<file path="config.mk">
export PLATFORM = sky130hd
export DESIGN_NAME = mask_first_unit
export DESIGN_NICKNAME = d
export VERILOG_FILES = /design/src/vex_pkg.sv /design/src/mask_first_unit.sv
export SDC_FILE = /design/constraint.sdc
export NUM_CORES = 1
export LEC_CHECK = 0
export ABC_AREA = 0
export BUFFER_PORTS_ARGS = -buffer_cell sky130_fd_sc_hd__buf_2
export CORE_AREA = 4 4 97 99
export CTS_BUF_LIST = sky130_fd_sc_hd__clkbuf_4
export DETAILED_ROUTE_END_ITERATION = 6
export DIE_AREA = 0 0 101 103
export PLACE_DENSITY = 0.72
export SLEW_MARGIN = 20
export SYNTH_ARGS = -nofsm -noshare
export SYNTH_HDL_FRONTEND = slang
export SYNTH_SLANG_ARGS = --single-unit
</file>
<file path="constraint.sdc">
create_clock -name CLK -period 5.3 [get_ports CLK]
set_input_delay 1.06 -clock CLK [delete_from_list [all_inputs] [get_ports CLK]]
set_output_delay 1.06 -clock CLK [all_outputs]
set_load 0.02 [all_outputs]
</file>
<file path="src/vex_pkg.sv">
package vex_pkg;

  localparam int WORD_W = 32;
  localparam int LANES  = 2;
  localparam int VREG_W = 5;
  localparam int NF_W   = 3;

  typedef logic [WORD_W-1:0] word_t;

  typedef enum logic [2:0] {
    FU_ALU  = 3'd0,
    FU_RED  = 3'd1,
    FU_MASK = 3'd2,
    FU_LS   = 3'd3,
    FU_MOVE = 3'd4
  } fu_e;

  typedef enum logic [3:0] {
    VALU_ADD  = 4'd0,
    VALU_SUB  = 4'd1,
    VALU_AND  = 4'd2,
    VALU_OR   = 4'd3,
    VALU_XOR  = 4'd4,
    VALU_MIN  = 4'd5,
    VALU_MINU = 4'd6,
    VALU_MAX  = 4'd7,
    VALU_MAXU = 4'd8
  } valu_e;

  typedef enum logic [1:0] {SRC_V, SRC_I, SRC_X} src_e;

  // also used as the load/store element width
  typedef enum logic [1:0] {SEW8, SEW16, SEW32} sew_e;

  typedef enum logic [1:0] {MASK_SBF, MASK_SIF, MASK_SOF} mask_op_e;

  typedef enum logic [1:0] {STRIDE_UNIT, STRIDE_STRIDED, STRIDE_SEGMENT} stride_e;

  typedef enum logic [1:0] {MOVE_NONE, MOVE_V_V, MOVE_X_S} move_e;

  // decoded op from upstream, index 0 is lane 0
  typedef struct packed {
    logic                   valid;
    fu_e                    fu;
    valu_e                  aluop;
    mask_op_e               mask_op;
    move_e                  move;
    src_e                   rs1_src;
    src_e                   rs2_src;
    sew_e                   sew;
    word_t [LANES-1:0]      vs1;
    word_t [LANES-1:0]      vs2;
    word_t [LANES-1:0]      vs3;
    word_t                  xs1;
    word_t                  xs2;
    word_t                  imm;
    logic                   load;
    logic                   store;
    stride_e                stride;
    word_t                  stride_val;
    logic [NF_W-1:0]        nf;
    logic                   whole_reg;
    logic [LANES-1:0]       wen;
    logic [VREG_W-1:0]      vd;
    logic                   rd_wen;
    logic [VREG_W-1:0]      rd_sel;
  } dec_op_t;

  typedef struct packed {
    word_t op_a;
    word_t op_b;
  } lane_ops_t;

  // toward the memory stage; result0/1 hold addresses for loads and stores
  typedef struct packed {
    logic              valid;
    logic              load;
    logic              store;
    word_t             result0;
    word_t             result1;
    word_t             storedata0;
    word_t             storedata1;
    logic [LANES-1:0]  wen;
    logic [VREG_W-1:0] vd;
    logic              rd_wen;
    logic [VREG_W-1:0] rd_sel;
    word_t             rd_data;
  } mem_op_t;

endpackage

</file>
<file path="src/mask_first_unit.sv">
`timescale 1ns/1ps

module mask_first_unit
  import vex_pkg::*;
(
  input  logic                      CLK,
  input  logic                      nRST,
  input  logic                      flush,
  input  logic                      accept,
  input  fu_e                       fu,
  input  mask_op_e                  mask_op,
  input  logic [LANES*WORD_W-1:0]   src,
  output logic [LANES*WORD_W-1:0]   mask_res
);

  logic                    found;
  logic [LANES*WORD_W-1:0] first_bit;
  logic [LANES*WORD_W-1:0] below_first;

  // isolate lowest set bit
  assign first_bit = src & (~src + 1'b1);

  // with no set bit this wraps to all ones, which is what sbf/sif want
  assign below_first = first_bit - 1'b1;

  always_comb begin
    if (found) begin
      // first bit was in an earlier chunk
      mask_res = '0;
    end else begin
      case (mask_op)
        MASK_SBF: mask_res = below_first;
        MASK_SIF: mask_res = below_first | first_bit;
        MASK_SOF: mask_res = first_bit;
        default:  mask_res = '0;
      endcase
    end
  end

  // found spans consecutive mask chunks, any other op ends the sequence
  always_ff @(posedge CLK, negedge nRST) begin
    if (!nRST) begin
      found <= 1'b0;
    end else if (flush) begin
      found <= 1'b0;
    end else if (accept) begin
      if (fu != FU_MASK) begin
        found <= 1'b0;
      end else if (|src) begin
        found <= 1'b1;
      end
    end
  end

endmodule

</file>
==> flow_summary.json <==
{
  "yosys_warnings": 0,
  "drv_slew": 0,
  "outcome": "finished, final reports clean",
  "io_buffers": 136,
  "crit_required_ns": 4.24,
  "drt-initial-drc-count": 339,
  "cp.arrival_ns": 4.00,
  "fin_crit_ns": 5.06,
  "die_x_um": 101,
  "ys_ff_latch": 1,
  "hold_violations": 0,
  "dieHeight_um": 103,
  "start_kind": "primary input",
  "reg.largest.list": "found (1)",
  "grt_max_degree": 52,
  "synth_cell_type_count": 65,
  "overflow": 0,
  "crit_top_cell": "buf_2",
  "drive_above_1_share_pct": 26.8,
  "synth_ff_type": "dfrtp_1",
  "fin_ws_ns": 0.236,
  "drt-total-wl_um": 14100,
  "synth_seq_area_share_pct": 0.627,
  "syn_area_per_cell_um2": 6.32,
  "layout_commonest_cell": "buf_2",
  "groute.usage.overall_pct": 26.0,
  "layout_common_cells": "buf_2, nor2_1, nand2_1",
  "num-fill-cells": 879,
  "routabilityCongestion": 0.957,
  "slew_headroom_pct": 46.9,
  "finClkSkew_ns": 0,
  "post-route-period-util_pct": 95.5,
  "cts.clk_slew.worst_paths_ns": 0,
  "worstSetupPathType": "in2out",
  "grt_setup_unrepaired": "true",
  "top_register": "found",
  "antenna_found_initial": 0,
  "drcViolationCount": 0,
  "worstMarginPinSlew_ns": 0.797,
  "endpoint_kind": "output port",
  "hold_class": "in2async",
  "cts_setup_buffers": 0,
  "via_per_inst": 6.14,
  "dp_hpwl_um": 11000,
  "grt_pass1_vias": 4763,
  "diodes": 0,
  "ant_nets": 0,
  "via_count": 5272,
  "synth_edf_count": 0,
  "cap_viol_max_count": 0,
  "clock_latency_ns": 0,
  "rows": 34,
  "whs_ns": 0.836,
  "fin_nets": 887,
  "async_flop_share_pct": 100,
  "grt_pass1_wl_um": 23000,
  "netlist_area_mm2": 0.00399,
  "ir_drop_mv": 0.0314,
  "core_mm2": 0.00855,
  "largest_register_ffs": 1,
  "p_leak_nw": 2.01,
  "ios": 137,
  "syn-num-nets": 767,
  "power_density_mw_per_mm2": 36.0,
  "initial_core_util_pct": 46.7,
  "worst_path_max_delay_cell": "nor4bb_2",
  "wl_per_cell_um": 16.5,
  "dieArea_mm2": 0.0104,
  "fin_util_pct": 56.8,
  "crit_fanout": 5,
  "clock.fmax_mhz": 197,
  "firstDrtPassIters": 5,
  "crit_chain": "buf_2 > nor4_1 > buf_4 > nand4_2 > nor4bb_2 > and3b_4 > nand4_4 > nor3_4 > nand3_1 > ha_1 > nor3b_1 > a21oi_1 > o21a_1 > nor2_1 > buf_2",
  "cpPeakStageDelay_ns": 0.41,
  "dp_slack_ns": 0.0525,
  "area_growth_pct": 21.6,
  "setup_viol": 0,
  "netlist_instances": 632
}
==> critical path, delay by kind of cell <==
kind | cells | cell delay [ns]
simple gates | 9 | 1.86
buf+inv | 3 | 0.50
compound gates | 2 | 0.29
fa+ha+maj | 1 | 0.28
==> metrics by stage <==
| step | area, um2 | std cells | setup TNS (ns) | total power [mW] |
|---|---|---|---|---|
| 2_1_floorplan | 3990 | 632 | 0 | 0.0863 |
| 3_3_place_gp | 4820 | 858 | 0 | 0.167 |
| 3_5_place_dp | 4820 | 858 | 0 | 0.170 |
| 4_1_cts | 4820 | 858 | 0 | 0.171 |
| 5_1_grt | 4850 | 858 | -0.0247 | 0.189 |
| 6_report | 4850 | 858 | 0 | 0.175 |
==> what timing repair did <==
action                                  in CTS  in global routing
endpoints found under the setup margin       0                  5
hold buffers                                 0                  0
resized for setup                            0                  5
==> cells by family (layout without fill, tap and decap cells) <==
kind of cell               count (synthesis)  in the layout  synth area share [%]
and+or+nand+nor                          359            359                  49.4
AOI/OAI and AO/OA                        127            127                  21.3
buffers and inverters                     80            198                  8.49
adders and majority gates                 62             62                  19.4
xor gates and xnor gates                   2              2                 0.439
muxes                                      1              1                 0.251
DFF                                        1              1                 0.626
==> area by class of cell <==
class,instances,area (um2),share of cell area (%)
sequential,1,26.3,0.541
tap,108,135,2.78
timing repair buffer,159,866,17.8
inverter,39,164,3.38
multi-input combinational,551,3660,75.5
==> worst paths after layout <==
kind	slack, ns	start	cells after the start	end
worst max-delay path	0.24	src[21]	15	mask_res[58]
worst min-delay path	0.84	nRST	1	found
worst max register to register	3.42	found	3	found
worst min register to register	0.96	found	2	found
max in group asynchronous	4.37	nRST	1	found
min in group CLK	0.96	found	2	found
==> report_power, final <==
group          internal [mW]  switching (mW)
Clock                      0               0
Combinational         0.0521           0.109
Sequential           0.00818         0.00543
==> synth_stat cells, drive strengths merged, types with 7 or more instances <==
master | instances | area share (%)
and3 | 11 | 1.8
nor3b | 7 | 1.3
clkbuf | 35 | 3.3
inv | 39 | 4.1
nand2b | 9 | 1.4
nor4 | 29 | 6.0
nand2 | 87 | 8.2
o22a | 26 | 5.7
o22ai | 21 | 3.3
a21oi | 37 | 4.6
nand4 | 27 | 5.1
nor3 | 19 | 3.1
o21a | 10 | 1.9
ha | 62 | 19
a31oi | 15 | 2.3
nand3 | 25 | 3.1
nor2 | 104 | 11
==> layer usage <==
layer / track usage (%) / up-vias / share of wire, %
met2: 45.9 / 242 / 49
met5: 0 / - / 0
li1: - / 2556 / -
met1: 36.4 / 2466 / 43
met4: 2.56 / 0 / 0.54
met3: 1.01 / 8 / 7.7
Note: power is estimated with default switching activity, not from simulation.
