$ cat src/vex_pkg.sv
package vex_pkg;

  localparam int WORD_W = 32;
  localparam int LANES  = 2;
  localparam int VREG_W = 5;
  localparam int NF_W   = 3;

  typedef logic [WORD_W-1:0] word_t;

  typedef enum logic [2:0] {
    FU_ALU  = 3'd0,
    FU_RED  = 3'd1,
    FU_MASK = 3'd2,
    FU_LS   = 3'd3,
    FU_MOVE = 3'd4
  } fu_e;

  typedef enum logic [3:0] {
    VALU_ADD  = 4'd0,
    VALU_SUB  = 4'd1,
    VALU_AND  = 4'd2,
    VALU_OR   = 4'd3,
    VALU_XOR  = 4'd4,
    VALU_MIN  = 4'd5,
    VALU_MINU = 4'd6,
    VALU_MAX  = 4'd7,
    VALU_MAXU = 4'd8
  } valu_e;

  typedef enum logic [1:0] {SRC_V, SRC_I, SRC_X} src_e;

  // also used as the load/store element width
  typedef enum logic [1:0] {SEW8, SEW16, SEW32} sew_e;

  typedef enum logic [1:0] {MASK_SBF, MASK_SIF, MASK_SOF} mask_op_e;

  typedef enum logic [1:0] {STRIDE_UNIT, STRIDE_STRIDED, STRIDE_SEGMENT} stride_e;

  typedef enum logic [1:0] {MOVE_NONE, MOVE_V_V, MOVE_X_S} move_e;

  // decoded op from upstream, index 0 is lane 0
  typedef struct packed {
    logic                   valid;
    fu_e                    fu;
    valu_e                  aluop;
    mask_op_e               mask_op;
    move_e                  move;
    src_e                   rs1_src;
    src_e                   rs2_src;
    sew_e                   sew;
    word_t [LANES-1:0]      vs1;
    word_t [LANES-1:0]      vs2;
    word_t [LANES-1:0]      vs3;
    word_t                  xs1;
    word_t                  xs2;
    word_t                  imm;
    logic                   load;
    logic                   store;
    stride_e                stride;
    word_t                  stride_val;
    logic [NF_W-1:0]        nf;
    logic                   whole_reg;
    logic [LANES-1:0]       wen;
    logic [VREG_W-1:0]      vd;
    logic                   rd_wen;
    logic [VREG_W-1:0]      rd_sel;
  } dec_op_t;

  typedef struct packed {
    word_t op_a;
    word_t op_b;
  } lane_ops_t;

  // toward the memory stage; result0/1 hold addresses for loads and stores
  typedef struct packed {
    logic              valid;
    logic              load;
    logic              store;
    word_t             result0;
    word_t             result1;
    word_t             storedata0;
    word_t             storedata1;
    logic [LANES-1:0]  wen;
    logic [VREG_W-1:0] vd;
    logic              rd_wen;
    logic [VREG_W-1:0] rd_sel;
    word_t             rd_data;
  } mem_op_t;

endpackage

$ cat src/ls_addr_gen.sv
`timescale 1ns/1ps

module ls_addr_gen
  import vex_pkg::*;
(
  input  word_t           xs1,
  input  word_t           stride_val,
  input  stride_e         stride,
  input  logic [NF_W-1:0] nf,
  input  logic            whole_reg,
  input  sew_e            eew,
  output word_t           addr0,
  output word_t           addr1
);

  logic [1:0] size_shift;
  word_t      elem_bytes;
  word_t      field_off;
  word_t      step;

  // log2 of element size in bytes
  always_comb begin
    case (eew)
      SEW8:    size_shift = 2'd0;
      SEW16:   size_shift = 2'd1;
      default: size_shift = 2'd2;
    endcase
  end

  assign elem_bytes = word_t'(1) << size_shift;

  // segment field offset is nf elements in
  assign field_off = word_t'(nf) << size_shift;

  assign addr0 = whole_reg ? xs1 : xs1 + field_off;

  always_comb begin
    case (stride)
      STRIDE_UNIT:    step = elem_bytes;
      STRIDE_STRIDED: step = stride_val;
      // whole segment of nf+1 fields per element
      STRIDE_SEGMENT: step = (word_t'(nf) + 1'b1) << size_shift;
      default:        step = elem_bytes;
    endcase
  end

  assign addr1 = addr0 + step;

endmodule

$ cat config.mk
export PLATFORM = sky130hd
export DESIGN_NAME = ls_addr_gen
export DESIGN_NICKNAME = d
export VERILOG_FILES = /design/src/vex_pkg.sv /design/src/ls_addr_gen.sv
export SDC_FILE = /design/constraint.sdc
export NUM_CORES = 1
export LEC_CHECK = 0
export BUFFER_PORTS_ARGS = -buffer_cell sky130_fd_sc_hd__buf_2
export CORE_ASPECT_RATIO = 0.6
export CORE_MARGIN = 1.5
export CORE_UTILIZATION = 40
export DETAILED_ROUTE_END_ITERATION = 8
export GPL_TIMING_DRIVEN = 0
export PLACE_DENSITY = 0.75
export SYNTH_ARGS = -nofsm -noshare
export SYNTH_HDL_FRONTEND = slang
export SYNTH_SLANG_ARGS = --single-unit
$ cat constraint.sdc
create_clock -name vclk -period 11.6
set_clock_uncertainty 0.05 [all_clocks]
set_input_delay 3.48 -clock vclk [all_inputs]
set_output_delay 3.48 -clock vclk [all_outputs]
set_load 0.03 [all_outputs]
==> impl_metrics.toml, run 1 <==
[timing]
fin_ws_ps = 188
tightestPinTransition_ps = 612
fin_crit_sh_pct = 98.4
hold_slack_ps = 7270
setup_viol = 0
finalHoldViolations = 0
clock.fmax_mhz = 87.6
slew_violations = 0
slew_headroom_pct = 58.8
fin_crit_ps = 11410

[floorplan]
core-area_um2 = 7360
ios = 136
start_util_pct = 42.0
die_w_um = 116
dieArea_um2 = 8270
rows = 24
die_h_um = 71.0

[critical_path]
cp-end-kind = "output port"
arrival_ps = 7880
critPathKind = "in -> out"
cp-start-kind = "input port"
crit_required_ps = 8070
critPathMaxFanout = 10

[placement]
dp_slack_ps = -619
place_inst = 680
io_buffers = 134
dp_hpwl_mm = 9.49
place_congestion = 0.985

[route]
wl_per_cell_um = 16.3
dr.pass1.iters = 6
routed_wl_mm = 11.2
postRouteAntennaNets = 0
vias = 3884
drt_first_iter_violations = 294
drc = 0
vias_per_cell = 5.65

[pwr]
power_density_nw_per_um2 = 64.7
ir_drop_mv = 0.0460
design_power_total_w = 0.000261
leakage_nw = 1.99

[synth]
synthSimpleGateAreaFrac_pct = 30.0
synth_top_family_by_area = "simple AND/OR/NAND/NOR gates"
ys_types = 65
synthCells = 442
avgSynthCellArea_um2 = 6.98
yosysSeqAreaShare_pct = 0
synth_nets = 554
synth-compound-area-share_pct = 29.6
synth-adder-area-share_pct = 16.7
muxShareOfSynthArea_pct = 2.03
synthXorXnorAreaFrac_pct = 17.0
syn_area_um2 = 3090
ys_warn_count = 0

[cells_and_area]
flops_and_latches = 0
drive_gt1_share_pct = 32.4
layout.cells.non_filler = 687
seqCellArea_um2 = 0
final_core_util_pct = 54.7
n_antenna_cell = 0
nets = 697
syn2layout_area_growth_pct = 30.5
nClkBuffers = 0

[clocking]
hold_buffers = 0

[global_route]
overflow = 0
grt_pass1_vias = 3416
antenna_found_initial = 0
grt_max_degree = 12
grtUsageTotal_pct = 25.6
grt_pass1_wl_mm = 17.0

[job]
maxCapViolCount = 0

[hold_path]
hold_class = "in -> out"

[run_status]
status = "complete, no violations"
[metal layers]
layer,up-vias,GRT usage [%],part of all wire (%)
met5,-,0,0
met1,1791,40.8,49
met3,13,1.20,7.7
met4,0,2.17,0.86
li1,1901,-,-
met2,179,39.0,42
[cells by family (layout without fill, tap and decap cells)]
kind of cell	Yosys count	after routing
simple gates	176	176
compound gates	133	133
buf+inv	27	168
mux	6	6
xor+xnor	59	59
fa+ha+maj	40	40
other cells	1	1
[layout by cell type (no fill, tap or decap), types with 13 or more instances in the layout]
master | netlist | final
buf_2 | 3 | 135
nand2_1 | 45 | 45
xnor2_1 | 38 | 38
ha_1 | 38 | 36
a21oi_1 | 37 | 33
and2_1 | 30 | 30
nor2_1 | 25 | 25
o21ai_0 | 26 | 24
xor2_1 | 20 | 19
nand3_1 | 18 | 18
buf_4 | 3 | 13
[cell usage after synthesis, types with 9 or more instances]
| cell type | number | area [um^2] |
|---|---|---|
| and3_1 | 12 | 75.1 |
| xor2_1 | 20 | 175 |
| ha_1 | 38 | 475 |
| nand2_1 | 45 | 169 |
| a21oi_1 | 37 | 185 |
| o21ai_0 | 26 | 130 |
| nor2_1 | 25 | 93.8 |
| xnor2_1 | 38 | 333 |
| a21o_1 | 12 | 90.1 |
| and2_1 | 30 | 188 |
| nand4_1 | 9 | 56.3 |
| clkbuf_1 | 12 | 45.0 |
| nand3_1 | 18 | 90.1 |
[repair_timing]
action                                  CTS  global route
pin swaps                                 3             6
buffers inserted                          4             5
endpoints found under the setup margin   14            13
resized for setup                         8            15
[worst paths after layout]
kind	start	endpoint	slack [ps]	cells past startpoint
hold / removal	xs1[26]	addr0[26]	7270	3
setup / recovery	eew[1]	addr1[25]	190	21
[power breakdown]
| part | internal, W | switching [W] | total [W] | leakage, nW |
|---|---|---|---|---|
| Clock | 0 | 0 | 0 | 0 |
| Combinational | 0.0000917 | 0.000169 | 0.000261 | 1.99 |
| Sequential | 0 | 0 | 0 | 0 |
[stage by stage]
step	setup TNS (ps)	area, um^2
after CTS	0	3950
after detailed placement	-5270	3890
after global placement	-4350	3890
after floorplan	0	3090
after global routing	-65.8	4030
final	0	4030
[cell type report]
type               count  area, um^2
fillers              729        3330
inverters              6        22.5
plain buffers         19         118
well taps            104         130
repair buffers       143         743
multi-input cells    415        3010
[worst max-delay path, stage by stage]
cell and delay [ps]:
clkbuf_2 130, clkbuf_4 200, nor3b_1 220, ha_2 250, fa_1 220, a21o_1 140
a21oi_1 100, o21bai_1 200, a21oi_2 100, buf_4 150, nor4_4 220, buf_4 180
nand4_1 110, xnor2_1 160, ha_2 420, nand2_1 100, or3_4 390, o31ai_1 520
a31oi_1 210, xnor2_1 160, buf_2 210
Note: power is estimated with default switching activity, not from simulation.
==> inputs of run 2 (changes only) <==
- BUFFER_PORTS_ARGS: -buffer_cell sky130_fd_sc_hd__buf_2 -> -buffer_cell sky130_fd_sc_hd__clkbuf_2
==> impl_metrics.toml, run 2 (synthesized netlist as in run 1, its figures left out) <==
[critical_path]
critPathMaxStageDelay_ps = 540
critPathMaxFanout = 10
crit_required_ps = 8070
cp_cell_sequence = "clkbuf_2 -> buf_6 -> nor3b_2 -> ha_1 -> fa_1 -> a21o_1 -> a21oi_2 -> xnor2_1 -> o21ai_0 -> ha_1 -> a21o_1 -> a221oi_2 -> o21a_2 -> o41ai_4 -> a221oi_4 -> nand4b_1 -> o311ai_2 -> clkbuf_4"
critPathBufInv = 3
arrival_ps = 7880
crit_slowest_cell = "o21ai_0"
critPathKind = "in -> out"
cp-start-kind = "input port"
crit_family = "compound AO/OA/AOI/OAI gates"
cp-end-kind = "output port"

[floorplan]
rows = 24
die_h_um = 71.0
start_util_pct = 42.0
die_w_um = 116
dieArea_um2 = 8270
ios = 136
core-area_um2 = 7360

[clocking]
hold_buffers = 0

[timing]
clock.fmax_mhz = 87.6
hold_slack_ps = 7280
fin_crit_sh_pct = 98.4
fin_crit_ps = 11410
slew_headroom_pct = 54.8
slew_violations = 0
finalSetupTns_ps = 0
setup_viol = 0
tightestPinTransition_ps = 671
finalHoldViolations = 0

[route]
drc = 0
drt-met1-wl_mm = 5.59
dr.pass1.iters = 5
wl_per_cell_um = 16.5
vias_per_cell = 5.69
vias = 3886
routed_wl_mm = 11.3
met3_length_um = 911
drt_first_iter_violations = 250
top_layer = "met4"
wl_met2_mm = 4.68
postRouteAntennaNets = 0

[cells_and_area]
final_common_cell = "clkbuf_2"
seqCellArea_um2 = 0
drive_gt1_share_pct = 32.3
nets = 693
final_core_util_pct = 54.6
nClkBuffers = 0
syn2layout_area_growth_pct = 30.2
n_antenna_cell = 0
layout.cells.non_filler = 683
flops_and_latches = 0
final_cell_mix = "clkbuf_2 (131), nand2_1 (45), xnor2_1 (38)"

[placement]
io_buffers = 134
place_inst = 680
dp_hpwl_mm = 9.64
place_congestion = 1.03

[run_status]
status = "complete, no violations"

[global_route]
grt_pass1_wl_mm = 17.7
antenna_found_initial = 0
grtUsageTotal_pct = 26.7
overflow = 0
grt_pass1_vias = 3637
grt_max_degree = 12

[hold_path]
min_to = "addr0[20]"
worstHoldStart = "xs1[20]"
holdPathStages = 3
hold_class = "in -> out"

[pwr]
power_density_nw_per_um2 = 64.7
leakage_nw = 2.01
ir_drop_mv = 0.0419

[job]
maxCapViolCount = 0
## run 2: how the worst max path moves through the flow
stage	start	end	slack (ps)	cells past startpoint
3_5_place_dp	eew[0]	addr1[30]	-770	20
4_1_cts	eew[1]	addr1[30]	1	19
6_report	eew[1]	addr1[30]	190	18
3_3_place_gp	eew[0]	addr1[30]	-590	20
5_1_grt	eew[1]	addr1[31]	-20	22
2_1_floorplan	eew[1]	addr1[31]	20	19
## run 2: tightest hold or removal path, cell delays in order
cell      delay (ps)
clkbuf_2          90
xnor2_1           90
clkbuf_2         190
## run 2: layout make-up
class | count | area (um^2)
Multi-Input combinational cell | 415 | 3020
Inverter | 6 | 22.5
Timing Repair Buffer | 140 | 726
Buffer | 18 | 118
Tap cell | 104 | 130
Fill cell | 742 | 3340
## run 2: stage by stage
step,cell area [um^2],setup WS (ps),power [W]
3_5_place_dp,3890,-770,0.000251
6_report,4020,187,0.000260
3_3_place_gp,3890,-585,0.000247
5_1_grt,4020,-22.2,0.000279
4_1_cts,3950,1.17,0.000254
2_1_floorplan,3090,23.4,0.000179
## run 2: repair_timing
item,in CTS,in global routing
setup endpoints to repair,17,13
pin swaps,3,7
buffers inserted,3,3
gates resized for setup,10,21
## run 2: report_power, final
| group | leakage, nW | switching, W | total, W | internal [W] |
|---|---|---|---|---|
| combinational | 2.01 | 0.000169 | 0.000260 | 0.0000906 |
| sequential | 0 | 0 | 0 | 0 |
| clock | 0 | 0 | 0 | 0 |
| total | 2.01 | 0.000169 | 0.000260 | 0.0000906 |
## run 2: per-layer routing
metal	global-route usage [%]	vias to the layer above
met1	40.8	1817
li1	-	1904
met5	0	-
met4	4.20	0
met3	3.51	11
met2	40.2	154
