$ cat src/vex_pkg.sv
package vex_pkg;

  localparam int WORD_W = 32;
  localparam int LANES  = 2;
  localparam int VREG_W = 5;
  localparam int NF_W   = 3;

  typedef logic [WORD_W-1:0] word_t;

  typedef enum logic [2:0] {
    FU_ALU  = 3'd0,
    FU_RED  = 3'd1,
    FU_MASK = 3'd2,
    FU_LS   = 3'd3,
    FU_MOVE = 3'd4
  } fu_e;

  typedef enum logic [3:0] {
    VALU_ADD  = 4'd0,
    VALU_SUB  = 4'd1,
    VALU_AND  = 4'd2,
    VALU_OR   = 4'd3,
    VALU_XOR  = 4'd4,
    VALU_MIN  = 4'd5,
    VALU_MINU = 4'd6,
    VALU_MAX  = 4'd7,
    VALU_MAXU = 4'd8
  } valu_e;

  typedef enum logic [1:0] {SRC_V, SRC_I, SRC_X} src_e;

  // also used as the load/store element width
  typedef enum logic [1:0] {SEW8, SEW16, SEW32} sew_e;

  typedef enum logic [1:0] {MASK_SBF, MASK_SIF, MASK_SOF} mask_op_e;

  typedef enum logic [1:0] {STRIDE_UNIT, STRIDE_STRIDED, STRIDE_SEGMENT} stride_e;

  typedef enum logic [1:0] {MOVE_NONE, MOVE_V_V, MOVE_X_S} move_e;

  // decoded op from upstream, index 0 is lane 0
  typedef struct packed {
    logic                   valid;
    fu_e                    fu;
    valu_e                  aluop;
    mask_op_e               mask_op;
    move_e                  move;
    src_e                   rs1_src;
    src_e                   rs2_src;
    sew_e                   sew;
    word_t [LANES-1:0]      vs1;
    word_t [LANES-1:0]      vs2;
    word_t [LANES-1:0]      vs3;
    word_t                  xs1;
    word_t                  xs2;
    word_t                  imm;
    logic                   load;
    logic                   store;
    stride_e                stride;
    word_t                  stride_val;
    logic [NF_W-1:0]        nf;
    logic                   whole_reg;
    logic [LANES-1:0]       wen;
    logic [VREG_W-1:0]      vd;
    logic                   rd_wen;
    logic [VREG_W-1:0]      rd_sel;
  } dec_op_t;

  typedef struct packed {
    word_t op_a;
    word_t op_b;
  } lane_ops_t;

  // toward the memory stage; result0/1 hold addresses for loads and stores
  typedef struct packed {
    logic              valid;
    logic              load;
    logic              store;
    word_t             result0;
    word_t             result1;
    word_t             storedata0;
    word_t             storedata1;
    logic [LANES-1:0]  wen;
    logic [VREG_W-1:0] vd;
    logic              rd_wen;
    logic [VREG_W-1:0] rd_sel;
    word_t             rd_data;
  } mem_op_t;

endpackage

$ cat src/reduction_combine.sv
`timescale 1ns/1ps

module reduction_combine
  import vex_pkg::*;
(
  input  word_t lane0_res,
  input  word_t lane1_res,
  input  valu_e aluop,
  input  sew_e  sew,
  output word_t red_res
);

  logic lt_s;
  logic lt_u;

  // signed compare only looks at the low element
  always_comb begin
    lt_u = lane1_res < lane0_res;
    case (sew)
      SEW8:    lt_s = $signed(lane1_res[7:0]) < $signed(lane0_res[7:0]);
      SEW16:   lt_s = $signed(lane1_res[15:0]) < $signed(lane0_res[15:0]);
      default: lt_s = $signed(lane1_res) < $signed(lane0_res);
    endcase
  end

  always_comb begin
    case (aluop)
      VALU_ADD:  red_res = lane0_res + lane1_res;
      VALU_AND:  red_res = lane0_res & lane1_res;
      VALU_OR:   red_res = lane0_res | lane1_res;
      VALU_XOR:  red_res = lane0_res ^ lane1_res;
      VALU_MIN:  red_res = lt_s ? lane1_res : lane0_res;
      VALU_MINU: red_res = lt_u ? lane1_res : lane0_res;
      VALU_MAX:  red_res = lt_s ? lane0_res : lane1_res;
      VALU_MAXU: red_res = lt_u ? lane0_res : lane1_res;
      // sub has no reduction form
      default:   red_res = '0;
    endcase
  end

endmodule

$ cat config.mk
export PLATFORM = sky130hd
export DESIGN_NAME = reduction_combine
export DESIGN_NICKNAME = d
export VERILOG_FILES = /design/src/vex_pkg.sv /design/src/reduction_combine.sv
export SDC_FILE = /design/constraint.sdc
export NUM_CORES = 1
export LEC_CHECK = 0
export CELL_PAD_IN_SITES_DETAIL_PLACEMENT = 1
export CELL_PAD_IN_SITES_GLOBAL_PLACEMENT = 2
export CORE_ASPECT_RATIO = 2
export CORE_MARGIN = 4
export CORE_UTILIZATION = 41
export DETAILED_ROUTE_END_ITERATION = 8
export DONT_BUFFER_PORTS = 1
export GPL_ROUTABILITY_DRIVEN = 0
export PLACE_DENSITY_LB_ADDON = 0.3
export SLEW_MARGIN = 20
export SYNTH_ARGS = -nofsm -noshare
export SYNTH_HDL_FRONTEND = slang
export SYNTH_SLANG_ARGS = --single-unit
$ cat constraint.sdc
create_clock -name vclk -period 17
set_input_delay 5.1 -clock vclk [all_inputs]
set_output_delay 5.1 -clock vclk [all_outputs]
set_load 0.02 [all_outputs]
==> impl_results.md, run 1 <==
* Outcome: complete, no violations
* Number of top-level pins at 102
* Final #Nets at 737
* Largest net degree at the start of global routing at 22
* Vias in the first global route at 4725
* Hold-critical path depth at 1
* Top delay family on crit path: simple AND/OR/NAND/NOR gates
* Power, Total at 145 uW
* Die width at 80.7 um
* Cell variety after synth at 67
* Power Dens Cells at 33.3 mW/mm^2
* I/O Buffers at 0
* Starting density of the core at 42.5%
* CP cell instances: inv_1, ha_1, nor4_1, nand2_1, nor2_2, nand2_1, o21ai_4, o22ai_1, a21oi_1, nand4_2, buf_4, a222oi_1, nand2_1
* Crit path kind: input pin to primary output
* Syn Nets at 768
* Actual slew at the worst max-slew pin at 1.15 ns
* Max Cap Viol at 0
* Gate Count Post-Synth at 600
* Crit path launch type: input pin
* Tcrit/Tclk final at 79.9%
* Most frequent cells in the layout: 97 x ha_1, 81 x inv_1, 52 x nor2_1
* Rel. slew slack at 23.2%
* Die area at 0.0124 mm^2
* # diodes at 0
* Hold_sp: lane0_res[22]
* Worst hold endpoint: red_res[22]
* CP Depth at 13
* Syn_area_per_cell at 7.23 um^2
* Hold crit path type: input pin to primary output
* Register Area at 0 um^2
* Layout cells sized above 1 at 6.53%
* DRC viols at 0
* Postcts setup bufs at 0
* Worst VDD drop at 0.0153 mV
* Mapped cell area at 0.00434 mm^2
* Leakage Power at 0.00204 uW
* Post-route ant nets at 0
* # hold bufs at CTS at 0
* WL per Instance at 21.3 um
* Area growth syn-to-layout at 0.461%
* Setup TNS at 0 ns
* Final Hold Violating Endpoints at 0
* Crit path capture type: primary output
* DRT Pass-1 Iters at 4
* Worst Path Required at 11.90 ns
* Fmax at 73.6 MHz
* Vias post-DR at 4435
* Clock buffer count at 0
* Maximum cell stage delay along the critical path at 0.54 ns
* Commonest non-fill, non-tap cell in the layout: ha_1
* Total grt overflow at 0
* Setup-failing EPs final at 0
* Critical Path AT at 8.49 ns
* Detailed router's first-iteration violation count at 113
* Die Ht at 153 um
* # rows at 52
* Vias/cell at 6.32
* Worst-path maximum fanout at 17
* WP buf/inv at 2
* Initial antenna violation count at 0
* Slew Viols, Final at 0
* Crit path top cell by count: nand2_1
* DP HPWL at 12.2 mm
* FFs & Latches at 0
* Total GRT Usage at 23.6%
* Core area at 0.0102 mm^2
* Post-CTS sizing at 0
* Fin crit period at 13.59 ns
* RSZ-0062 raised after global routing: no
* Ys Warns at 0
* Global-route wire length before repair at 23.5 mm
* Register area share after synthesis at 0%
* DRT Wirelength at 15.0 mm
* CP max-delay cell: nand4_2
==> how the worst max path moves through the flow <==
| stage | end | slack (ns) | from |
|---|---|---|---|
| finish | red_res[26] | 3.41 | lane0_res[22] |
| global route | red_res[25] | 3.09 | lane0_res[22] |
| CTS | red_res[26] | 3.33 | lane0_res[22] |
| detailed placement | red_res[26] | 3.33 | lane0_res[22] |
| global placement | red_res[23] | 3.45 | lane0_res[22] |
| floorplan | red_res[30] | 4.23 | lane0_res[0] |
==> routing by layer <==
metal / GRT usage [%] / wire, um
met1: 21.9 / 5130
met2: 49.3 / 8720
met3: 2.36 / 492
met4: 8.54 / 625
met5: 0 / 0
==> cell type report <==
cell class / count / area (um^2)
multi-input cells: 477 / 3830
repair buffers: 5 / 37.5
well taps: 135 / 169
fillers: 1371 / 5860
inverters: 85 / 319
==> stage by stage <==
step | cell area (um^2) | util, % | hold slack (ns) | worst slack [ns] | cells
2_1_floorplan | 4340 | - | 10.43 | 4.23 | 600
3_3_place_gp | 4360 | 42.7 | 10.44 | 3.45 | 702
3_5_place_dp | 4360 | 42.7 | 10.44 | 3.33 | 702
4_1_cts | 4360 | 42.7 | 10.44 | 3.33 | 702
5_1_grt | 4360 | 42.7 | 10.44 | 3.09 | 702
6_report | 4360 | 42.7 | 10.44 | 3.41 | 702
==> cell usage after synthesis, drive strengths merged, types with 4 or more instances <==
cell    count  area [um^2]
nand2      31          116
buf        15          106
o211ai      5         51.3
o21bai      4         30.0
nor4        7         71.3
inv        85          319
nor2       53          201
a221oi     23          258
a22oi      13         97.6
o21a        5         37.5
a211oi      6         45.0
xnor2      20          183
clkbuf     23         86.3
o21ai      38          201
a21o       12         90.1
nand2b      8         50.1
xor2        8         70.1
o221ai     10         87.6
o31ai       7         52.6
a21oi      46          230
a221o      20          200
ha         97         1210
nor3        9         45.0
nand3       9         45.0
==> power breakdown <==
part           internal, uW  switching (uW)  leakage [uW]
Sequential                0               0             0
Combinational          52.9            92.2       0.00204
Clock                     0               0             0
==> cell families after synthesis <==
group	synth area share, %
compound gates	37.9
xor+xnor	5.82
fa+ha+maj	28.4
buf+inv	11.8
mux	0.577
simple gates	15.5
No activity file was read; power rests on OpenSTA's default activity.
==> run 2, diff against run 1 <==
--- a/config.mk
+++ b/config.mk
@@ -9,7 +9,7 @@
 export CELL_PAD_IN_SITES_GLOBAL_PLACEMENT = 2
 export CORE_ASPECT_RATIO = 2
 export CORE_MARGIN = 4
-export CORE_UTILIZATION = 41
+export CORE_UTILIZATION = 38
 export DETAILED_ROUTE_END_ITERATION = 8
 export DONT_BUFFER_PORTS = 1
 export GPL_ROUTABILITY_DRIVEN = 0
==> constraint.sdc (replaced) <==
create_clock -name vclk -period 12.72
set_input_delay 3.816 -clock vclk [all_inputs]
set_output_delay 3.816 -clock vclk [all_outputs]
set_load 0.02 [all_outputs]
==> impl_results.md, run 2 (synthesized netlist as in run 1, its figures left out) <==
* Hold crit path type: input pin to primary output (unchanged)
* Fillers at 1454 (was 1371)
* Clock buffer count at 0 (unchanged)
* Register Area at 0 um^2 (unchanged)
* Area growth syn-to-layout at 0.692% (was 0.461%)
* FFs & Latches at 0 (unchanged)
* Crit path launch type: input pin (unchanged)
* Crit path capture type: primary output (unchanged)
* Max Cap Viol at 0 (unchanged)
* Actual slew at the worst max-slew pin at 1.03 ns (was 1.15 ns)
* Power, Total at 196 uW (was 145 uW)
* Hold-critical path depth at 1 (unchanged)
* Setup TNS at 0 ns (unchanged)
* Rel. slew slack at 31.5% (was 23.2%)
* RSZ-0062 raised after global routing: no (unchanged)
* Post-CTS sizing at 0 (unchanged)
* Critical Path AT at 7.13 ns (was 8.49 ns)
* # diodes at 0 (unchanged)
* Final Hold Violating Endpoints at 0 (unchanged)
* Slew Viols, Final at 0 (unchanged)
* Commonest non-fill, non-tap cell in the layout: ha_1 (unchanged)
* Layout cells sized above 1 at 6.70% (was 6.53%)
* Vias in the first global route at 4830 (was 4725)
* Setup-failing EPs final at 0 (unchanged)
* # hold bufs at CTS at 0 (unchanged)
* Design Area, Final at 0.00437 mm^2 (was 0.00436 mm^2)
* DP HPWL at 12.7 mm (was 12.2 mm)
* Vias/cell at 6.23 (was 6.32)
* Final WS setup at 1.77 ns (was 3.41 ns)
* DP Area at 0.00437 mm^2 (was 0.00436 mm^2)
* Postcts setup bufs at 0 (unchanged)
* Power Dens Cells at 44.8 mW/mm^2 (was 33.3 mW/mm^2)
* Largest net degree at the start of global routing at 23 (was 22)
* Setup WS pre-CTS at 1.77 ns (was 3.33 ns)
* Starting density of the core at 38.7% (was 42.5%)
* Final #Nets at 737 (unchanged)
* WL per Instance at 22.0 um (was 21.3 um)
* DRC viols at 0 (unchanged)
* Crit path kind: input pin to primary output (unchanged)
* # rows at 55 (was 52)
* Die area at 0.0133 mm^2 (was 0.0124 mm^2)
* Detailed router's first-iteration violation count at 167 (was 113)
* Most frequent cells in the layout: 97 x ha_1, 81 x inv_1, 52 x nor2_1 (unchanged)
* Worst hold endpoint: red_res[1] (was red_res[22])
* Die width at 83.6 um (was 80.7 um)
* Final Util at 39.0% (was 42.7%)
* Initial antenna violation count at 0 (unchanged)
* Worst Path Required at 8.90 ns (was 11.90 ns)
* Worst-path maximum fanout at 22 (was 17)
* Hold_sp: lane0_res[1] (was lane0_res[22])
* Worst VDD drop at 0.0175 mV (was 0.0153 mV)
* Global-route wire length before repair at 24.8 mm (was 23.5 mm)
* Fmax at 91.3 MHz
* Outcome: complete, no violations (unchanged)
* Vias post-DR at 4419 (was 4435)
* Total grt overflow at 0 (unchanged)
* Tcrit/Tclk final at 86.1%
* Post-route ant nets at 0 (unchanged)
* I/O Buffers at 0 (unchanged)
* DRT Pass-1 Iters at 4 (unchanged)
* Die Ht at 159 um (was 153 um)
* DRT Wirelength at 15.6 mm (was 15.0 mm)
* Fin crit period at 10.95 ns
* Leakage Power at 0.00205 uW (was 0.00204 uW)
* Number of top-level pins at 102 (unchanged)
* Core area at 0.0112 mm^2 (was 0.0102 mm^2)
* Total GRT Usage at 22.3% (was 23.6%)
==> run 2: cell counts in the layout (fill, tap and decap cells not counted) <==
Identical to the previous run, type by type.
==> run 2: how the worst max path moves through the flow <==
stage	start	to	slack, ns	depth (start not counted)
after global placement	lane0_res[1]	red_res[16]	1.86	13
final	lane0_res[1]	red_res[16]	1.77	13
after CTS	lane0_res[1]	red_res[16]	1.78	13
after detailed placement	lane0_res[1]	red_res[16]	1.77	13
after global routing	lane0_res[0]	red_res[28]	1.53	12
after floorplan	lane0_res[0]	red_res[30]	2.52	12
==> run 2: worst max-delay path, cell delays in order <==
cell and delay [ns]:
inv_1 0.04, ha_1 0.34, or2_0 0.25, a221oi_2 0.36
o21ai_0 0.12, a21oi_1 0.18, o21ai_0 0.12, a41oi_2 0.29
mux2i_1 0.26, nand4_2 0.43, buf_4 0.42, a221oi_1 0.26
o21ai_1 0.22
==> run 2: where the power goes <==
group	internal (uW)	total [uW]	switching, uW
clock	0	0	0
combinational	70.9	196	125
sequential	0	0	0
==> run 2: per-layer routing <==
layer | vias up | part of all wire (%) | global-route usage [%]
li1 | 2104 | - | -
met1 | 2177 | 34 | 20.9
met2 | 105 | 59 | 48.2
met3 | 33 | 3.6 | 2.02
met4 | 0 | 2.9 | 6.44
met5 | - | 0 | 0
==> run 2: final cells by class <==
| cell class | instances | area [um^2] | share of cell area [%] |
|---|---|---|---|
| inverters | 85 | 319 | 7.30 |
| well taps | 142 | 178 | 4.07 |
| multi-input cells | 477 | 3830 | 87.8 |
| repair buffers | 5 | 37.5 | 0.859 |
==> run 2: through the flow <==
stage / hold WS [ns] / instances
floorplan: 7.86 / 600
global placement: 7.87 / 709
detailed placement: 7.87 / 709
CTS: 7.87 / 709
global route: 7.87 / 709
finish: 7.87 / 709
