### src/vex_pkg.sv
package vex_pkg;

  localparam int WORD_W = 32;
  localparam int LANES  = 2;
  localparam int VREG_W = 5;
  localparam int NF_W   = 3;

  typedef logic [WORD_W-1:0] word_t;

  typedef enum logic [2:0] {
    FU_ALU  = 3'd0,
    FU_RED  = 3'd1,
    FU_MASK = 3'd2,
    FU_LS   = 3'd3,
    FU_MOVE = 3'd4
  } fu_e;

  typedef enum logic [3:0] {
    VALU_ADD  = 4'd0,
    VALU_SUB  = 4'd1,
    VALU_AND  = 4'd2,
    VALU_OR   = 4'd3,
    VALU_XOR  = 4'd4,
    VALU_MIN  = 4'd5,
    VALU_MINU = 4'd6,
    VALU_MAX  = 4'd7,
    VALU_MAXU = 4'd8
  } valu_e;

  typedef enum logic [1:0] {SRC_V, SRC_I, SRC_X} src_e;

  // also used as the load/store element width
  typedef enum logic [1:0] {SEW8, SEW16, SEW32} sew_e;

  typedef enum logic [1:0] {MASK_SBF, MASK_SIF, MASK_SOF} mask_op_e;

  typedef enum logic [1:0] {STRIDE_UNIT, STRIDE_STRIDED, STRIDE_SEGMENT} stride_e;

  typedef enum logic [1:0] {MOVE_NONE, MOVE_V_V, MOVE_X_S} move_e;

  // decoded op from upstream, index 0 is lane 0
  typedef struct packed {
    logic                   valid;
    fu_e                    fu;
    valu_e                  aluop;
    mask_op_e               mask_op;
    move_e                  move;
    src_e                   rs1_src;
    src_e                   rs2_src;
    sew_e                   sew;
    word_t [LANES-1:0]      vs1;
    word_t [LANES-1:0]      vs2;
    word_t [LANES-1:0]      vs3;
    word_t                  xs1;
    word_t                  xs2;
    word_t                  imm;
    logic                   load;
    logic                   store;
    stride_e                stride;
    word_t                  stride_val;
    logic [NF_W-1:0]        nf;
    logic                   whole_reg;
    logic [LANES-1:0]       wen;
    logic [VREG_W-1:0]      vd;
    logic                   rd_wen;
    logic [VREG_W-1:0]      rd_sel;
  } dec_op_t;

  typedef struct packed {
    word_t op_a;
    word_t op_b;
  } lane_ops_t;

  // toward the memory stage; result0/1 hold addresses for loads and stores
  typedef struct packed {
    logic              valid;
    logic              load;
    logic              store;
    word_t             result0;
    word_t             result1;
    word_t             storedata0;
    word_t             storedata1;
    logic [LANES-1:0]  wen;
    logic [VREG_W-1:0] vd;
    logic              rd_wen;
    logic [VREG_W-1:0] rd_sel;
    word_t             rd_data;
  } mem_op_t;

endpackage

### src/result_latch.sv
`timescale 1ns/1ps

module result_latch
  import vex_pkg::*;
(
  input  logic                    CLK,
  input  logic                    nRST,
  input  logic                    stall,
  input  logic                    flush,
  input  dec_op_t                 op,
  input  word_t                   lane0_res,
  input  word_t                   lane1_res,
  input  word_t                   red_res,
  input  word_t                   addr0,
  input  word_t                   addr1,
  input  logic [LANES*WORD_W-1:0] mask_res,
  output logic                    accept,
  output mem_op_t                 out
);

  mem_op_t next_out;

  assign accept = op.valid && !stall && !flush;

  always_comb begin
    next_out            = '0;
    next_out.valid      = 1'b1;
    next_out.load       = op.load;
    next_out.store      = op.store;
    next_out.storedata0 = op.vs3[0];
    next_out.storedata1 = op.vs3[1];
    next_out.wen        = op.wen;
    next_out.vd         = op.vd;
    next_out.rd_wen     = op.rd_wen;
    next_out.rd_sel     = op.rd_sel;
    // scalar move takes element 0 of vs2
    if (op.fu == FU_MOVE && op.move == MOVE_X_S) begin
      next_out.rd_data = op.vs2[0];
    end
    case (op.fu)
      FU_ALU: begin
        next_out.result0 = lane0_res;
        next_out.result1 = lane1_res;
      end
      FU_RED: begin
        next_out.result0 = red_res;
        next_out.result1 = lane1_res;
      end
      FU_MASK: begin
        next_out.result0 = mask_res[WORD_W-1:0];
        next_out.result1 = mask_res[LANES*WORD_W-1:WORD_W];
      end
      FU_LS: begin
        next_out.result0 = addr0;
        next_out.result1 = addr1;
      end
      FU_MOVE: begin
        if (op.move == MOVE_V_V) begin
          next_out.result0 = op.vs1[0];
          next_out.result1 = op.vs1[1];
        end
      end
      default: ;
    endcase
  end

  // an idle cycle drops valid so a finished op is seen only once
  always_ff @(posedge CLK, negedge nRST) begin
    if (!nRST) begin
      out <= '0;
    end else if (flush) begin
      out <= '0;
    end else if (!stall) begin
      if (accept) begin
        out <= next_out;
      end else begin
        out.valid <= 1'b0;
      end
    end
  end

  a_flush_kills_valid: assert property (@(posedge CLK) disable iff (!nRST)
    flush |=> !out.valid)
    else $error("result_latch: out.valid high after flush");

  a_stall_holds_out: assert property (@(posedge CLK) disable iff (!nRST)
    (stall && !flush) |=> $stable(out))
    else $error("result_latch: out changed during stall");

endmodule

### config.mk
export PLATFORM = sky130hd
export DESIGN_NAME = result_latch
export DESIGN_NICKNAME = d
export VERILOG_FILES = /design/src/vex_pkg.sv /design/src/result_latch.sv
export SDC_FILE = /design/constraint.sdc
export NUM_CORES = 1
export LEC_CHECK = 0
export ABC_AREA = 1
export ABC_CLOCK_PERIOD_IN_PS = 900
export BUFFER_PORTS_ARGS = -buffer_cell sky130_fd_sc_hd__buf_2
export CAP_MARGIN = 5
export CORE_AREA = 2 2 297 299
export DETAILED_ROUTE_END_ITERATION = 10
export DIE_AREA = 0 0 299 301
export GPL_ROUTABILITY_DRIVEN = 0
export PLACE_DENSITY = 0.32
export SETUP_SLACK_MARGIN = 0.2
export SLEW_MARGIN = 40
export SYNTH_ARGS = -nofsm -noshare
export SYNTH_HDL_FRONTEND = slang
export SYNTH_SLANG_ARGS = --single-unit
### constraint.sdc
create_clock -name CLK -period 0.9 [get_ports CLK]
set_input_delay 0 -clock CLK [delete_from_list [all_inputs] [get_ports CLK]]
set_output_delay 0 -clock CLK [all_outputs]
set_load 0.01 [all_outputs]
==> flow_metrics.py, run 1 <==
metrics = {
    "min_path": {
        "worstHoldPathType": "in -> reg",
    },
    "grt": {
        "use_met3_pct": 3.009,
        "grt_util_met2_pct": 21.94,
        "grt_usage_pct": 13.94,
        "grt-busiest-layer": "met2",
        "grt_overflow": 0,
        "gr-usage-met1_pct": 18.90,
        "grt_max_degree": 40,
        "grt_pass1_vias": 13520,
        "grt_antenna_before_repair": 10,
        "grt_pass1_wl_um": 91070,
    },
    "critical_path": {
        "crit_chain": "buf_6",
        "r2r-end": "out[59]$_DFFE_PN0P_",
        "cp_slowest_cell": "dfrtp_2",
        "r2r-start": "out[59]$_DFFE_PN0P_",
        "cp_max_fo": 2,
        "cp.depth": 1,
        "required_ns": 0.90,
        "crit_family": "flip-flops",
        "worstSetupStartpointType": "register",
        "rr_worst_depth": 3,
        "endpoint_kind": "output pin",
        "crit_arrival_ns": 1.08,
        "critical_path.max_stage_delay_ns": 0.45,
        "r2r_slack_ns": -0.06,
        "worstSetupPathType": "reg -> out",
        "critical_path_buf_inv_count": 1,
        "crit_end": "out[132]",
        "setup.worst_path.start": "out[132]$_DFFE_PN0P_",
    },
    "floorplan": {
        "chipHeight_um": 301,
        "start_util_pct": 10.85,
        "die_x_um": 299,
        "pin_count": 764,
        "num_rows": 108,
        "coreArea_mm2": 0.08648,
        "die_area_mm2": 0.09000,
    },
    "cts": {
        "clk_path_buf_depth": 2,
        "cts_sinks": 176,
        "htreeDepth": 4,
        "cts_inserted_buffers": 17,
        "cts_tree": "done",
        "cts_root_buffer": "clkbuf_16",
        "worstSkewPairLatency_ns": 0.49,
        "path_clk_slew_ns": 0.08,
    },
    "drt": {
        "post_drt_wl_per_cell_um": 18.63,
        "drc": 0,
        "wirelength_um": 65880,
        "ant_nets": 0,
        "drt_iter0_drc": 577,
        "via_count": 13130,
        "vias_per_cell": 3.714,
        "firstDrtPassIters": 4,
    },
    "sta": {
        "period_minus_slack_ns": 1.079,
        "setup_viol": 183,
        "hold_viol": 25,
        "worstMarginPinSlew_ns": 0.3129,
        "fmax_ghz": 0.9268,
        "drv_slew": 0,
        "slew_headroom_pct": 79.14,
        "fin_worst_skew_ns": 0,
        "setup_slack_ns": -0.1789,
        "period_share_pct": 119.9,
        "hold-worst-slack_ns": -0.2501,
        "rsz0062_at_grt": "true",
    },
    "power_and_ir_drop": {
        "vdd_ir_drop_max_uv": 1359,
        "total_power_w": 0.02262,
        "power_density_mw_per_mm2": 1020,
        "power.leakage_nw": 11.58,
    },
    "run_status": {
        "outcome": "finished with violations",
        "violations": "negative hold slack, negative setup slack",
    },
    "synth": {
        "synth_edf_count": 0,
        "syn_area_mm2": 0.009381,
        "ys_ff_latch": 176,
        "yosysUniqueCellTypes": 21,
        "synthesis.nets": 1839,
        "postSynthCellCount": 1252,
        "syn_avg_cell_area_um2": 7.493,
        "synth_flop_cell": "dfrtp_1",
        "async_flop_share_pct": 100.0,
        "ys_warn_count": 0,
        "seq_area_frac_synth_pct": 46.95,
    },
    "final_layout": {
        "top_register": "out",
        "final_layout_size_suffix_gt1_share_pct": 45.37,
        "final_common_cell": "buf_2",
        "fillers": 9501,
        "fin_util_pct": 25.64,
        "largest_reg_flops": 176,
        "layout_common_cells": "465 x buf_2, 335 x dlygate4sd3_1, 328 x nand2_1, 195 x buf_6, 174 x dfrtp_1",
        "area_growth_syn_to_layout_pct": 136.3,
        "finalNetCount": 2952,
        "top_regs": "out: 176 flops",
    },
    "job": {
        "timing.max_cap.violations": 0,
    },
    "placed_design": {
        "hpwl_um": 49460,
        "port_buffers": 585,
    },
}
==> cell usage after synthesis, types with 3 or more instances <==
| library cell | n | share of area [%] |
|---|---|---|
| a22o_1 | 79 | 7.4 |
| buf_2 | 65 | 3.5 |
| buf_4 | 4 | 0.32 |
| buf_6 | 5 | 0.60 |
| clkbuf_1 | 14 | 0.56 |
| dfrtp_1 | 176 | 47 |
| inv_1 | 103 | 4.1 |
| inv_2 | 4 | 0.16 |
| nand2_1 | 390 | 16 |
| nand3_1 | 169 | 9.0 |
| nand4_1 | 54 | 3.6 |
| nor2_1 | 171 | 6.8 |
| o21ai_0 | 5 | 0.27 |
| o21ai_1 | 3 | 0.16 |
==> worst min-delay path by stage <==
stage	slack, ns	end	start	cells after the start
floorplan	-0.30	out[0]$_DFFE_PN0P_	nRST	0
global placement	-0.06	out[69]$_DFFE_PN0P_	nRST	1
detailed placement	-0.06	out[69]$_DFFE_PN0P_	nRST	1
CTS	-0.30	out[175]$_DFFE_PN0P_	stall	3
global route	-0.26	out[175]$_DFFE_PN0P_	stall	3
finish	-0.25	out[175]$_DFFE_PN0P_	stall	3
==> report_power, final <==
group          switching (W)  total (W)  leakage [nW]  internal (W)
clock network        0.00409    0.00804         0.284       0.00396
logic                0.00283    0.00624          8.88       0.00342
registers           0.000184    0.00833          2.42       0.00814
total                0.00710     0.0226          11.6        0.0155
==> cell families (layout without fill, tap and decap cells) <==
family / after synthesis / after routing / share of synthesized area (%)
simple gates: 792 / 792 / 35.93
buf+inv: 196 / 1322 / 9.269
flops: 176 / 176 / 46.95
other cells: 0 / 3 / 0
compound gates: 88 / 88 / 7.855
==> layer usage <==
metal	routed length [um]	up-vias
li1	-	6287
met1	30670	6332
met2	30100	439
met3	3609	69
met4	1469	4
met5	30	-
==> final cells by class <==
| class | instances | area [um^2] | share of cell area (%) |
|---|---|---|---|
| Timing Repair inverter | 1 | 8.758 | 0.03950 |
| Sequential cell | 176 | 4407 | 19.88 |
| Timing Repair Buffer | 1182 | 10300 | 46.47 |
| Antenna cell | 3 | 7.507 | 0.03386 |
| Clock inverter | 15 | 170.2 | 0.7675 |
| Tap cell | 1155 | 1445 | 6.518 |
| Clock buffer | 17 | 425.4 | 1.919 |
| Multi-Input combinational cell | 880 | 4972 | 22.43 |
| Inverter | 107 | 432.9 | 1.953 |
==> stage by stage <==
stage               instance area [um^2]  setup WS, ns  instances  TNS (ns)
global route                       22170       -0.2322       3536    -32.31
global placement                   14670       -0.7257       3017    -61.01
floorplan                           9560       0.01254       1252         0
finish                             22170       -0.1789       3536    -21.70
CTS                                20270       -0.2457       3465    -32.72
detailed placement                 14670       -0.7710       3017    -63.48
==> timing repair <==
item                       CTS  global route
resized for setup          241           348
setup endpoints to repair  316           349
cloned                       4             9
hold endpoints to repair   352            24
hold buffers               353             1
pin swaps                   60           191
buffers inserted            59            58
Power figures use the tool's default switching activity.
==> run 2: changes to the inputs <==
==> constraint.sdc (replaced) <==
create_clock -name CLK -period 0.9 [get_ports CLK]
set_input_delay 0.27 -clock CLK [delete_from_list [all_inputs] [get_ports CLK]]
set_output_delay 0.27 -clock CLK [all_outputs]
set_load 0.01 [all_outputs]
==> run 2 against run 1 <==
The run still ends with negative hold slack, negative setup slack left. Global-route usage is 0.081 points lower. Non-clock buffer count is 221 lower. Power is 0.79% higher. Clock skew did not move. Critical endpoint is now out[169]. Flip-flop and latch count stayed put. Combinational power decreased by 3%.
==> flow_metrics.py, run 2 (synthesis results as in run 1) <==
metrics = {
    "run_status": {
        "outcome": "finished with violations",
        "violations": "negative hold slack, negative setup slack",
    },
    "sta": {
        "worstMarginPinSlew_ns": 0.3678,
        "rsz0062_at_grt": "true",
        "fmax_ghz": 0.7335,
        "fin_worst_skew_ns": 0,
        "slew_headroom_pct": 75.48,
        "period_share_pct": 151.5,
        "hold_viol": 125,
        "drv_slew": 0,
        "setup_slack_ns": -0.4634,
        "setup_viol": 306,
        "period_minus_slack_ns": 1.363,
        "hold-worst-slack_ns": -0.1929,
        "tns_ns": -83.58,
    },
    "cts": {
        "worstSkewPairLatency_ns": 0.50,
        "path_clk_slew_ns": 0.09,
        "cts_root_buffer": "clkbuf_16",
        "cts_tree": "done",
        "hold_buffers": 114,
        "cts_sinks": 176,
        "cts_inserted_buffers": 17,
        "clk_path_buf_depth": 2,
        "htreeDepth": 4,
    },
    "min_path": {
        "worstHoldPathType": "in -> async",
    },
    "final_layout": {
        "finalNetCount": 2734,
        "area_growth_syn_to_layout_pct": 122.6,
        "top_regs": "out: 176 flops",
        "final_layout_size_suffix_gt1_share_pct": 54.40,
        "finalNonFillerCells": 3324,
        "layout_common_cells": "461 x buf_2, 299 x nand2_1, 185 x buf_6, 176 x dfrtp_1, 112 x dlygate4sd3_1",
        "final_common_cell": "buf_2",
        "largest_reg_flops": 176,
        "final_area_mm2": 0.02088,
        "top_register": "out",
    },
    "placed_design": {
        "port_buffers": 585,
        "place_area_mm2": 0.01445,
        "hpwl_um": 45590,
        "placed_cells_incl_taps": 3003,
    },
    "drt": {
        "ant_nets": 0,
        "wl_met1_um": 28170,
        "met3WireLength_um": 4634,
        "vias_per_cell": 3.726,
        "via_count": 12390,
        "post_drt_wl_per_cell_um": 19.78,
        "wirelength_um": 65750,
        "top_layer_used": "met5",
        "firstDrtPassIters": 5,
        "drc": 0,
        "drt_iter0_drc": 540,
        "dr_wl_met2_um": 31230,
    },
    "floorplan": {
        "start_util_pct": 10.85,
        "pin_count": 764,
        "die_x_um": 299,
        "num_rows": 108,
        "chipHeight_um": 301,
        "coreArea_mm2": 0.08648,
        "die_area_mm2": 0.09000,
    },
    "power_and_ir_drop": {
        "total_power_w": 0.02280,
        "power.leakage_nw": 10.84,
        "vdd_ir_drop_max_uv": 1199,
        "power_density_mw_per_mm2": 1092,
    },
    "critical_path": {
        "critical_path.max_stage_delay_ns": 0.43,
        "endpoint_kind": "output pin",
        "cp_slowest_cell": "dfrtp_1",
        "worstSetupPathType": "reg -> out",
        "crit_family": "flip-flops",
        "worstSetupStartpointType": "register",
        "required_ns": 0.63,
        "critical_path_buf_inv_count": 1,
        "crit_chain": "buf_6",
        "crit_arrival_ns": 1.09,
        "cp_max_fo": 2,
    },
    "grt": {
        "grt_max_degree": 59,
        "grt_usage_pct": 13.85,
        "grt_overflow": 0,
        "grt_antenna_before_repair": 20,
        "grt_pass1_wl_um": 89660,
        "grt_pass1_vias": 12830,
    },
    "job": {
        "timing.max_cap.violations": 0,
    },
}
[run 2: cell count changes in the layout (fill, tap and decap cells not counted), sizes merged, moves of 2 or more]
cell,before,now
dlygate4sd3,335,112
diode,3,9
nand3,171,173
buf,819,839
dlymetal6s4s,19,1
inv,112,115
[run 2: where the power goes]
part | switching [W] | internal, W
registers | 0.000184 | 0.00814
logic | 0.00291 | 0.00313
clock network | 0.00457 | 0.00386
[run 2: routing by layer]
layer | global-route usage [%] | vias to the layer above
li1 | - | 5882
met1 | 17.60 | 5909
met2 | 22.44 | 482
met3 | 3.975 | 92
met4 | 4.655 | 20
met5 | 0 | -
[run 2: worst paths after layout]
path	depth (start not counted)	endpoint	slack, ns	from
max	1	out[169]	-0.46	out[169]$_DFFE_PN0P_
min	2	out[166]$_DFFE_PN0P_	-0.19	nRST
max reg2reg	3	out[38]$_DFFE_PN0P_	-0.09	out[38]$_DFFE_PN0P_
min reg2reg	2	out[9]$_DFFE_PN0P_	0.49	out[9]$_DFFE_PN0P_
max in group asynchronous	3	out[124]$_DFFE_PN0P_	0.70	nRST
min in group CLK	5	out[126]$_DFFE_PN0P_	0.07	lane1_res[17]
[run 2: what timing repair did]
action,in CTS,in global routing
setup buffers,80,50
resized for setup,407,276
gates cloned,27,11
endpoints found under the setup margin,352,529
hold endpoints to repair,268,120
pin swaps,144,206
[run 2: worst reg2reg max path, stage by stage (launching register included)]
cell and delay, ns:
dfrtp_1 0.43, buf_6 0.13, buf_4 0.12, a22o_1 0.21
[run 2: cell type report]
| class | instances | area [um^2] |
|---|---|---|
| clock inverters | 15 | 193.9 |
| repair inverters | 1 | 7.507 |
| well taps | 1155 | 1445 |
| diodes | 9 | 22.52 |
| inverters | 107 | 446.7 |
| repair buffers | 961 | 8466 |
| flip-flops and latches | 176 | 4404 |
| multi-input cells | 883 | 5469 |
| fillers | 9584 | 65600 |
| clock buffers | 17 | 425.4 |
[run 2: metrics by stage]
step | utilization, % | setup slack, ns
final | 24.14 | -0.4634
after floorplan | - | -0.2575
after global placement | 16.71 | -0.7576
after CTS | 22.18 | -0.5469
after global routing | 24.13 | -0.5451
after detailed placement | 16.71 | -0.7911
